==> src/include/dram_defs.svh <==
`ifndef DRAM_DEFS_SVH
`define DRAM_DEFS_SVH

// AXI channel widths
`define AXI_ID_BITS 4
`define AXI_ADDR_BITS 32
`define AXI_DATA_BITS 32
`define AXI_STRB_BITS 4

// Row sits in address bits 22:12, column in 11:2
`define DRAM_ROW_BITS 11
`define DRAM_COL_BITS 10

// Address pins carry the row on RAS, the column on CAS
`define DRAM_A_BITS `DRAM_ROW_BITS

// RAS to first CAS
`define DRAM_T_RCD 3

// Read CAS to data
`define DRAM_T_CL 2

// Rows kept by the behavioral array
`define DRAM_MODEL_ROWS 4

`endif
==> src/dram_pkg.sv <==
`include "dram_defs.svh"

package dram_pkg;

  typedef logic [`AXI_ID_BITS-1:0] axi_id_t;
  typedef logic [`AXI_ADDR_BITS-1:0] axi_addr_t;
  typedef logic [`AXI_DATA_BITS-1:0] axi_data_t;
  typedef logic [`AXI_STRB_BITS-1:0] axi_strb_t;
  typedef logic [1:0] axi_resp_t;

  localparam axi_resp_t AXI_RESP_OKAY = 2'b00;

  // Row view during RAS and column view during CAS on the same pins
  typedef union packed {
    logic [`DRAM_A_BITS-1:0] row;
    struct packed {
      logic [`DRAM_A_BITS-`DRAM_COL_BITS-1:0] pad;
      logic [`DRAM_COL_BITS-1:0] addr;
    } col;
  } dram_a_u;

  typedef enum logic [1:0] {
    OP_NONE,
    OP_READ,
    OP_WRITE
  } dram_op_t;

  typedef enum logic [2:0] {
    S_IDLE,
    S_WAIT_W,
    S_PRE,
    S_ACT,
    S_RCD,
    S_ACCESS,
    S_RESP
  } ctrl_state_t;

endpackage

==> src/dram_bus_if.sv <==
`timescale 1ns/1ps

interface dram_bus_if;

  // Strobes are active low
  logic csn;
  logic rasn;
  logic casn;
  dram_pkg::axi_strb_t wen;
  dram_pkg::dram_a_u a;
  dram_pkg::axi_data_t d;
  dram_pkg::axi_data_t q;
  logic q_valid;

  modport ctrl (
    output csn, rasn, casn, wen, a, d,
    input q, q_valid
  );

  modport dev (
    input csn, rasn, casn, wen, a, d,
    output q, q_valid
  );

endinterface

==> src/axi_slave_if.sv <==
`timescale 1ns/1ps

interface axi_slave_if;

  dram_pkg::axi_id_t awid;
  dram_pkg::axi_addr_t awaddr;
  logic awvalid;
  logic awready;
  dram_pkg::axi_data_t wdata;
  dram_pkg::axi_strb_t wstrb;
  logic wvalid;
  logic wready;
  dram_pkg::axi_id_t bid;
  dram_pkg::axi_resp_t bresp;
  logic bvalid;
  logic bready;
  dram_pkg::axi_id_t arid;
  dram_pkg::axi_addr_t araddr;
  logic arvalid;
  logic arready;
  dram_pkg::axi_id_t rid;
  dram_pkg::axi_data_t rdata;
  dram_pkg::axi_resp_t rresp;
  logic rvalid;
  logic rready;

  modport master (
    output awid, awaddr, awvalid, wdata, wstrb, wvalid, bready, arid, araddr, arvalid, rready,
    input awready, wready, bid, bresp, bvalid, arready, rid, rdata, rresp, rvalid
  );

  modport slave (
    input awid, awaddr, awvalid, wdata, wstrb, wvalid, bready, arid, araddr, arvalid, rready,
    output awready, wready, bid, bresp, bvalid, arready, rid, rdata, rresp, rvalid
  );

endinterface

==> src/dram_ctrl.sv <==
`timescale 1ns/1ps
`include "dram_defs.svh"

module dram_ctrl (
  input logic clk,
  input logic rstn,
  axi_slave_if.slave axi,
  dram_bus_if.ctrl dram
);

  localparam int BYTE_OFS = $clog2(`AXI_STRB_BITS);
  localparam int ROW_LSB = BYTE_OFS + `DRAM_COL_BITS;
  localparam int RCD_W = $clog2(`DRAM_T_RCD) + 1;

  dram_pkg::ctrl_state_t state;
  dram_pkg::ctrl_state_t state_nx;
  dram_pkg::dram_op_t op_r;
  dram_pkg::axi_id_t id_r;
  dram_pkg::axi_addr_t addr_r;
  dram_pkg::axi_data_t wdata_r;
  dram_pkg::axi_strb_t strb_r;
  dram_pkg::axi_data_t rdata_r;
  dram_pkg::axi_addr_t req_addr;
  dram_pkg::axi_strb_t wen_n;
  dram_pkg::dram_a_u a_w;

  logic [`DRAM_ROW_BITS-1:0] req_row;
  logic [`DRAM_ROW_BITS-1:0] open_row;
  logic row_open;
  logic [RCD_W-1:0] rcd_cnt;
  logic cas_sent;
  logic ras_cmd;
  logic cas_cmd;
  logic aw_hs;
  logic w_hs;
  logic ar_hs;
  logic b_hs;
  logic r_hs;

  // Where a held request goes, based on the open row
  function automatic dram_pkg::ctrl_state_t route(input logic [`DRAM_ROW_BITS-1:0] row,
                                                  input logic is_open,
                                                  input logic [`DRAM_ROW_BITS-1:0] cur);
    if (!is_open) begin
      return dram_pkg::S_ACT;
    end else if (row != cur) begin
      return dram_pkg::S_PRE;
    end
    return dram_pkg::S_ACCESS;
  endfunction

  assign aw_hs = axi.awvalid & axi.awready;
  assign w_hs = axi.wvalid & axi.wready;
  assign ar_hs = axi.arvalid & axi.arready;
  assign b_hs = axi.bvalid & axi.bready;
  assign r_hs = axi.rvalid & axi.rready;

  // Incoming address in idle, latched one afterwards
  assign req_addr = aw_hs ? axi.awaddr : (ar_hs ? axi.araddr : addr_r);
  assign req_row = req_addr[ROW_LSB +: `DRAM_ROW_BITS];

  assign axi.bid = id_r;
  assign axi.rid = id_r;
  assign axi.bresp = dram_pkg::AXI_RESP_OKAY;
  assign axi.rresp = dram_pkg::AXI_RESP_OKAY;
  assign axi.rdata = rdata_r;

  // Write wins when AW and AR arrive together
  always_comb begin
    axi.awready = 1'b0;
    axi.wready = 1'b0;
    axi.arready = 1'b0;
    axi.bvalid = 1'b0;
    axi.rvalid = 1'b0;
    case (state)
      dram_pkg::S_IDLE: begin
        axi.awready = 1'b1;
        axi.wready = axi.awvalid;
        axi.arready = ~axi.awvalid;
      end
      dram_pkg::S_WAIT_W: axi.wready = 1'b1;
      dram_pkg::S_RESP: begin
        axi.bvalid = (op_r == dram_pkg::OP_WRITE);
        axi.rvalid = (op_r == dram_pkg::OP_READ);
      end
      default: ;
    endcase
  end

  always_comb begin
    state_nx = state;
    case (state)
      dram_pkg::S_IDLE: begin
        if (aw_hs) begin
          state_nx = w_hs ? route(req_row, row_open, open_row) : dram_pkg::S_WAIT_W;
        end else if (ar_hs) begin
          state_nx = route(req_row, row_open, open_row);
        end
      end
      dram_pkg::S_WAIT_W: begin
        if (w_hs) begin
          state_nx = route(req_row, row_open, open_row);
        end
      end
      dram_pkg::S_PRE: state_nx = dram_pkg::S_ACT;
      dram_pkg::S_ACT: state_nx = (`DRAM_T_RCD > 1) ? dram_pkg::S_RCD : dram_pkg::S_ACCESS;
      dram_pkg::S_RCD: begin
        if (rcd_cnt == RCD_W'(1)) begin
          state_nx = dram_pkg::S_ACCESS;
        end
      end
      dram_pkg::S_ACCESS: begin
        if (op_r == dram_pkg::OP_WRITE) begin
          state_nx = dram_pkg::S_RESP;
        end else if (cas_sent && dram.q_valid) begin
          state_nx = dram_pkg::S_RESP;
        end
      end
      dram_pkg::S_RESP: begin
        if (b_hs || r_hs) begin
          state_nx = dram_pkg::S_IDLE;
        end
      end
      default: state_nx = dram_pkg::S_IDLE;
    endcase
  end

  // DRAM command decode
  always_comb begin
    ras_cmd = 1'b0;
    cas_cmd = 1'b0;
    wen_n = '1;
    a_w = '0;
    case (state)
      dram_pkg::S_PRE: begin
        ras_cmd = 1'b1;
        wen_n = '0;
        a_w.row = open_row;
      end
      dram_pkg::S_ACT: begin
        ras_cmd = 1'b1;
        a_w.row = req_row;
      end
      dram_pkg::S_ACCESS: begin
        a_w.col.addr = addr_r[BYTE_OFS +: `DRAM_COL_BITS];
        if (op_r == dram_pkg::OP_WRITE) begin
          cas_cmd = 1'b1;
          wen_n = ~strb_r;
        end else begin
          cas_cmd = ~cas_sent;
        end
      end
      default: ;
    endcase
  end

  assign dram.csn = ~(ras_cmd | cas_cmd);
  assign dram.rasn = ~ras_cmd;
  assign dram.casn = ~cas_cmd;
  assign dram.wen = wen_n;
  assign dram.a = a_w;
  assign dram.d = wdata_r;

  always_ff @(posedge clk or negedge rstn) begin
    if (!rstn) begin
      state <= dram_pkg::S_IDLE;
      op_r <= dram_pkg::OP_NONE;
      row_open <= 1'b0;
      rcd_cnt <= '0;
      cas_sent <= 1'b0;
    end else begin
      state <= state_nx;
      if (aw_hs) begin
        op_r <= dram_pkg::OP_WRITE;
      end else if (ar_hs) begin
        op_r <= dram_pkg::OP_READ;
      end else if (b_hs || r_hs) begin
        op_r <= dram_pkg::OP_NONE;
      end
      if (state == dram_pkg::S_PRE) begin
        row_open <= 1'b0;
      end else if (state == dram_pkg::S_ACT) begin
        row_open <= 1'b1;
      end
      if (state == dram_pkg::S_ACT) begin
        rcd_cnt <= RCD_W'(`DRAM_T_RCD - 1);
      end else if (state == dram_pkg::S_RCD) begin
        rcd_cnt <= rcd_cnt - RCD_W'(1);
      end
      // Read CAS goes out once per access
      cas_sent <= (state == dram_pkg::S_ACCESS) && (cas_sent || cas_cmd);
    end
  end

  always_ff @(posedge clk) begin
    if (aw_hs) begin
      id_r <= axi.awid;
      addr_r <= axi.awaddr;
    end else if (ar_hs) begin
      id_r <= axi.arid;
      addr_r <= axi.araddr;
    end
    if (w_hs) begin
      wdata_r <= axi.wdata;
      strb_r <= axi.wstrb;
    end
    if (state == dram_pkg::S_ACT) begin
      open_row <= req_row;
    end
    if (state == dram_pkg::S_ACCESS && dram.q_valid) begin
      rdata_r <= dram.q;
    end
  end

  a_ras_cas_excl: assert property (@(posedge clk) disable iff (!rstn)
    dram.rasn || dram.casn)
    else $error("RAS and CAS asserted together");

  a_rvalid_hold: assert property (@(posedge clk) disable iff (!rstn)
    axi.rvalid && !axi.rready |=> axi.rvalid && $stable(axi.rdata) && $stable(axi.rid))
    else $error("R channel dropped or changed before rready");

  a_bvalid_hold: assert property (@(posedge clk) disable iff (!rstn)
    axi.bvalid && !axi.bready |=> axi.bvalid && $stable(axi.bid) && $stable(axi.bresp))
    else $error("B channel dropped or changed before bready");

  a_rcd_met: assert property (@(posedge clk) disable iff (!rstn)
    (state == dram_pkg::S_ACCESS) && ($past(state) != dram_pkg::S_ACCESS) |-> rcd_cnt == '0)
    else $error("Access entered before tRCD elapsed");

endmodule

==> src/flat_wrapper.sv <==
// flat-port wrapper written by rule: the top's interface ports become plain ports
module dram_ctrl_flat 
  (clk, rstn, axi_awid, axi_awaddr, axi_awvalid, axi_wdata, axi_wstrb, axi_wvalid, axi_bready, axi_arid, axi_araddr, axi_arvalid, axi_rready, axi_awready, axi_wready, axi_bid, axi_bresp, axi_bvalid, axi_arready, axi_rid, axi_rdata, axi_rresp, axi_rvalid, dram_csn, dram_rasn, dram_casn, dram_wen, dram_a, dram_d, dram_q, dram_q_valid);
  axi_slave_if axi_i ();
  dram_bus_if dram_i ();
  input logic clk;
  input logic rstn;
  input wire logic [$bits(axi_i.awid)-1:0] axi_awid;
  input wire logic [$bits(axi_i.awaddr)-1:0] axi_awaddr;
  input wire logic [$bits(axi_i.awvalid)-1:0] axi_awvalid;
  input wire logic [$bits(axi_i.wdata)-1:0] axi_wdata;
  input wire logic [$bits(axi_i.wstrb)-1:0] axi_wstrb;
  input wire logic [$bits(axi_i.wvalid)-1:0] axi_wvalid;
  input wire logic [$bits(axi_i.bready)-1:0] axi_bready;
  input wire logic [$bits(axi_i.arid)-1:0] axi_arid;
  input wire logic [$bits(axi_i.araddr)-1:0] axi_araddr;
  input wire logic [$bits(axi_i.arvalid)-1:0] axi_arvalid;
  input wire logic [$bits(axi_i.rready)-1:0] axi_rready;
  output wire logic [$bits(axi_i.awready)-1:0] axi_awready;
  output wire logic [$bits(axi_i.wready)-1:0] axi_wready;
  output wire logic [$bits(axi_i.bid)-1:0] axi_bid;
  output wire logic [$bits(axi_i.bresp)-1:0] axi_bresp;
  output wire logic [$bits(axi_i.bvalid)-1:0] axi_bvalid;
  output wire logic [$bits(axi_i.arready)-1:0] axi_arready;
  output wire logic [$bits(axi_i.rid)-1:0] axi_rid;
  output wire logic [$bits(axi_i.rdata)-1:0] axi_rdata;
  output wire logic [$bits(axi_i.rresp)-1:0] axi_rresp;
  output wire logic [$bits(axi_i.rvalid)-1:0] axi_rvalid;
  output wire logic [$bits(dram_i.csn)-1:0] dram_csn;
  output wire logic [$bits(dram_i.rasn)-1:0] dram_rasn;
  output wire logic [$bits(dram_i.casn)-1:0] dram_casn;
  output wire logic [$bits(dram_i.wen)-1:0] dram_wen;
  output wire logic [$bits(dram_i.a)-1:0] dram_a;
  output wire logic [$bits(dram_i.d)-1:0] dram_d;
  input wire logic [$bits(dram_i.q)-1:0] dram_q;
  input wire logic [$bits(dram_i.q_valid)-1:0] dram_q_valid;
  assign axi_i.awid = axi_awid;
  assign axi_i.awaddr = axi_awaddr;
  assign axi_i.awvalid = axi_awvalid;
  assign axi_i.wdata = axi_wdata;
  assign axi_i.wstrb = axi_wstrb;
  assign axi_i.wvalid = axi_wvalid;
  assign axi_i.bready = axi_bready;
  assign axi_i.arid = axi_arid;
  assign axi_i.araddr = axi_araddr;
  assign axi_i.arvalid = axi_arvalid;
  assign axi_i.rready = axi_rready;
  assign axi_awready = axi_i.awready;
  assign axi_wready = axi_i.wready;
  assign axi_bid = axi_i.bid;
  assign axi_bresp = axi_i.bresp;
  assign axi_bvalid = axi_i.bvalid;
  assign axi_arready = axi_i.arready;
  assign axi_rid = axi_i.rid;
  assign axi_rdata = axi_i.rdata;
  assign axi_rresp = axi_i.rresp;
  assign axi_rvalid = axi_i.rvalid;
  assign dram_csn = dram_i.csn;
  assign dram_rasn = dram_i.rasn;
  assign dram_casn = dram_i.casn;
  assign dram_wen = dram_i.wen;
  assign dram_a = dram_i.a;
  assign dram_d = dram_i.d;
  assign dram_i.q = dram_q;
  assign dram_i.q_valid = dram_q_valid;
  dram_ctrl u_core (.clk(clk), .rstn(rstn), .axi(axi_i), .dram(dram_i));
endmodule
==> config.mk <==
export PLATFORM = sky130hd
export DESIGN_NAME = dram_ctrl_flat
export DESIGN_NICKNAME = d
export VERILOG_FILES = /design/src/dram_pkg.sv /design/src/dram_bus_if.sv /design/src/axi_slave_if.sv /design/src/dram_ctrl.sv /design/src/flat_wrapper.sv
export VERILOG_INCLUDE_DIRS = /design/src /design/src/include
export SDC_FILE = /design/constraint.sdc
export NUM_CORES = 1
export LEC_CHECK = 0
export BUFFER_PORTS_ARGS = -buffer_cell sky130_fd_sc_hd__buf_2
export CAP_MARGIN = 0
export CELL_PAD_IN_SITES_DETAIL_PLACEMENT = 1
export CELL_PAD_IN_SITES_GLOBAL_PLACEMENT = 2
export CORE_MARGIN = 3
export CORE_UTILIZATION = 30
export DETAILED_ROUTE_END_ITERATION = 12
export GPL_TIMING_DRIVEN = 0
export PLACE_DENSITY_LB_ADDON = 0.15
export SETUP_SLACK_MARGIN = 0.1
export SYNTH_ARGS = -nofsm -noshare
export SYNTH_HDL_FRONTEND = slang
export SYNTH_SLANG_ARGS = --single-unit
export TNS_END_PERCENT = 30
==> constraint.sdc <==
create_clock -name clk -period 4.2 [get_ports clk]
set_clock_uncertainty 0.05 [all_clocks]
set_input_delay 0.63 -clock clk [delete_from_list [all_inputs] [get_ports clk]]
set_output_delay 0.63 -clock clk [all_outputs]
set_load 0.05 [all_outputs]
==> flow_metrics.env <==
export IMPL_outcome="complete, no violations"
export IMPL_nNetsFinal=728
export IMPL_antenna_found_initial=0
export IMPL_syn_to_final_growth_pct=41.6
export IMPL_setup_viol=0
export IMPL_synth_ff_type="edfxtp_1"
export IMPL_wl_per_cell_um=19.2
export IMPL_wirelength_um=14900
export IMPL_ys_ff_latch=114
export IMPL_max_freq_mhz=265
export IMPL_drt_iter0_drc=161
export IMPL_worstMarginPinSlew_ns=1.28
export IMPL_ir_drop_mv=0.420
export IMPL_critical_path_required_ns=3.52
export IMPL_clk_latency_ns=0.41
export IMPL_dieWidth_um=131
export IMPL_finalCritPeriodShare_pct=89.7
export IMPL_synth_top_cell_by_area="edfxtp_1"
export IMPL_grt_pass1_vias=3984
export IMPL_critical_path_arrival_ns=3.09
export IMPL_setup_worst_path_start_class="flop"
export IMPL_cp_end_kind="output pin"
export IMPL_cts_sinks=114
export IMPL_slew_headroom_pct=14.6
export IMPL_via_per_inst=4.73
export IMPL_ys_top_cells_by_area="edfxtp_1 60%, dfrtp_1 5.4%, dfxtp_1 4.7%"
export IMPL_cts_buffers=17
export IMPL_cts_clk_slew_worst_paths_ns=0.06
export IMPL_cts_tree="done"
export IMPL_vias=3665
export IMPL_seq_area_mm2=0.00326
export IMPL_finalHoldViolCount=0
export IMPL_slew_violations=0
export IMPL_std_cell_rows=44
export IMPL_die_area_mm2=0.0171
export IMPL_start_util_pct=31.4
export IMPL_diodes=0
export IMPL_p_leak_nw=2.80
export IMPL_power_density_mw_per_mm2=787
export IMPL_drc=0
export IMPL_synth_cell_types=49
export IMPL_synth_most_common_cell="edfxtp_1"
export IMPL_tns_ns=0
export IMPL_htree_levels=4
export IMPL_ys_seq_area_share_pct=69.9
export IMPL_die_y_um=131
export IMPL_regToRegSetupSlack_ns=0.96
export IMPL_grt_pass1_wl_um=22200
export IMPL_whs_ns=0.0223
export IMPL_grt_overflow=0
export IMPL_rsz0062_at_grt="false"
export IMPL_critPathKind="reg -> out"
export IMPL_ant_nets=0
export IMPL_drive_above_1_share_pct=47.4
export IMPL_synthCells=336
export IMPL_synth_edff_count=93
export IMPL_fillCellCount=1650
export IMPL_synth_cells_most_frequent="93 x edfxtp_1, 31 x nand2_1, 20 x nor2_1"
export IMPL_coreArea_mm2=0.0149
export IMPL_numPortBuffers=220
export IMPL_ys_warn_count=0
export IMPL_crit_fanout=16
export IMPL_hp_class="in -> async"
export IMPL_hpwl_um=11700
export IMPL_grt_start_max_net_pins=37
export IMPL_firstDrtPassIters=4
export IMPL_ios=247
export IMPL_cts_root_buf="clkbuf_16"
export IMPL_fin_util_pct=44.5
export IMPL_grtUsageTotal_pct=17.8
export IMPL_async_reset_ff_share_pct=8.77
export IMPL_syn_area_mm2=0.00467
export IMPL_cap_violations=0
export IMPL_place_gp_congestion=0.764
export IMPL_syn_area_per_cell_um2=13.9
export IMPL_multiInputGateArea_mm2=0.00126
export IMPL_min_period_ns=3.77
export IMPL_clock_path_buffers=2
export IMPL_synth_top_area_share_pct=59.8
-- per-layer routing --
metal  GRT usage, %  routed length (µm)  vias up
met5              0                   0        -
met4           5.93                 209        0
li1               -                   -     1740
met1           20.0                5570     1769
met2           30.2                7690      140
met3           8.25                1410       16
-- power by group --
part / switching (mW) / leakage (nW) / total (mW) / internal [mW]
Clock: 0.516 / 0.275 / 1.44 / 0.927
Sequential: 0.107 / 1.07 / 1.67 / 1.57
Combinational: 1.51 / 1.45 / 2.08 / 0.568
-- worst max-delay path: stages, from the launching register on --
cell        delay (ns)
dfrtp_1           0.37
buf_6             0.14
or3_4             0.41
clkinv_1          0.25
nand2_4           0.15
clkinvlp_4        0.30
nor2_1            0.08
a21oi_1           0.27
mux2i_1           0.13
o21ai_0           0.25
buf_2             0.32
-- final timing paths --
check,endpoint,cells past startpoint,start
worst min-delay path,u_core.rcd_cnt[1],1,rstn
min in group clk,u_core.dram.d[13],1,axi_wdata[13]
worst min register to register,u_core.addr_r[12],1,u_core.addr_r[12]
worst max-delay path,dram_a[8],10,u_core.state[1]
max in group asynchronous,u_core.op_r[1],1,rstn
worst max register to register,u_core.state[0],8,u_core.state[1]
-- cell type report --
class | count | area share, %
buffer | 24 | 2.05
clock buffer | 18 | 6.49
clock inverter | 14 | 2.46
inverter | 7 | 0.454
multi-input combinational | 194 | 19.0
sequential | 114 | 49.4
tap | 184 | 3.48
timing repair buffer | 220 | 16.7
-- timing repair --
item | 4_1_cts | 5_1_grt
hold buffers | 0 | 0
setup endpoints to repair | 0 | 2
gates resized for setup | 0 | 1
buffers inserted | 0 | 0
-- sequential cells by signal, indices dropped and copies added, names as in the netlist --
register	count
u_core.row_open	1
u_core.axi.rdata	32
u_core.op_r	2
u_core.rcd_cnt	3
u_core.dram.d	32
u_core.state	3
u_core.cas_sent	1
u_core.open_row	11
u_core.addr_r	21
u_core.axi.bid	4
u_core.strb_r	4
-- cells by family after synthesis --
family	synth area share, %
AOI/OAI and AO/OA	11.6
adders and majority gates	0.536
buffers and inverters	3.46
other	0.0804
DFF	69.9
and+or+nand+nor	10.3
muxes	2.76
xor gates and xnor gates	1.31
-- per-stage QoR --
| stage | cells | power (mW) | cell area, µm² | setup slack [ns] |
|---|---|---|---|---|
| 5_1_grt | 775 | 5.47 | 6610 | 0.220 |
| 3_5_place_dp | 743 | 3.80 | 6010 | 0.453 |
| 3_3_place_gp | 743 | 3.76 | 6010 | 0.538 |
| 4_1_cts | 775 | 5.26 | 6600 | 0.157 |
| 6_report | 775 | 5.20 | 6610 | 0.433 |
| 2_1_floorplan | 339 | 3.21 | 4680 | 0.343 |
-- layout by cell type (no fill, tap or decap), types with 3 or more instances in the layout --
master and instances:
buf_2 220, edfxtp_1 93, nand2_1 31, nor2_1 20, a21oi_1 18, o21ai_0 17, clkbuf_16 17, a22o_1 15
clkbuf_1 14, dfxtp_1 11, dfrtp_1 10, buf_4 8, mux2_2 7, nor2b_1 6, clkinv_1 5, clkinvlp_4 5
mux2i_1 5, and3_1 5, nand3b_1 5, xnor2_1 5, inv_1 4, a22oi_1 4, o2bb2ai_1 4, a21o_1 4
nand3_1 4, conb_1 4, and2_1 3, nor4b_2 3, nand2b_1 3, nor3_1 3, bufinv_16 3
(Power assumes the default switching activity.)
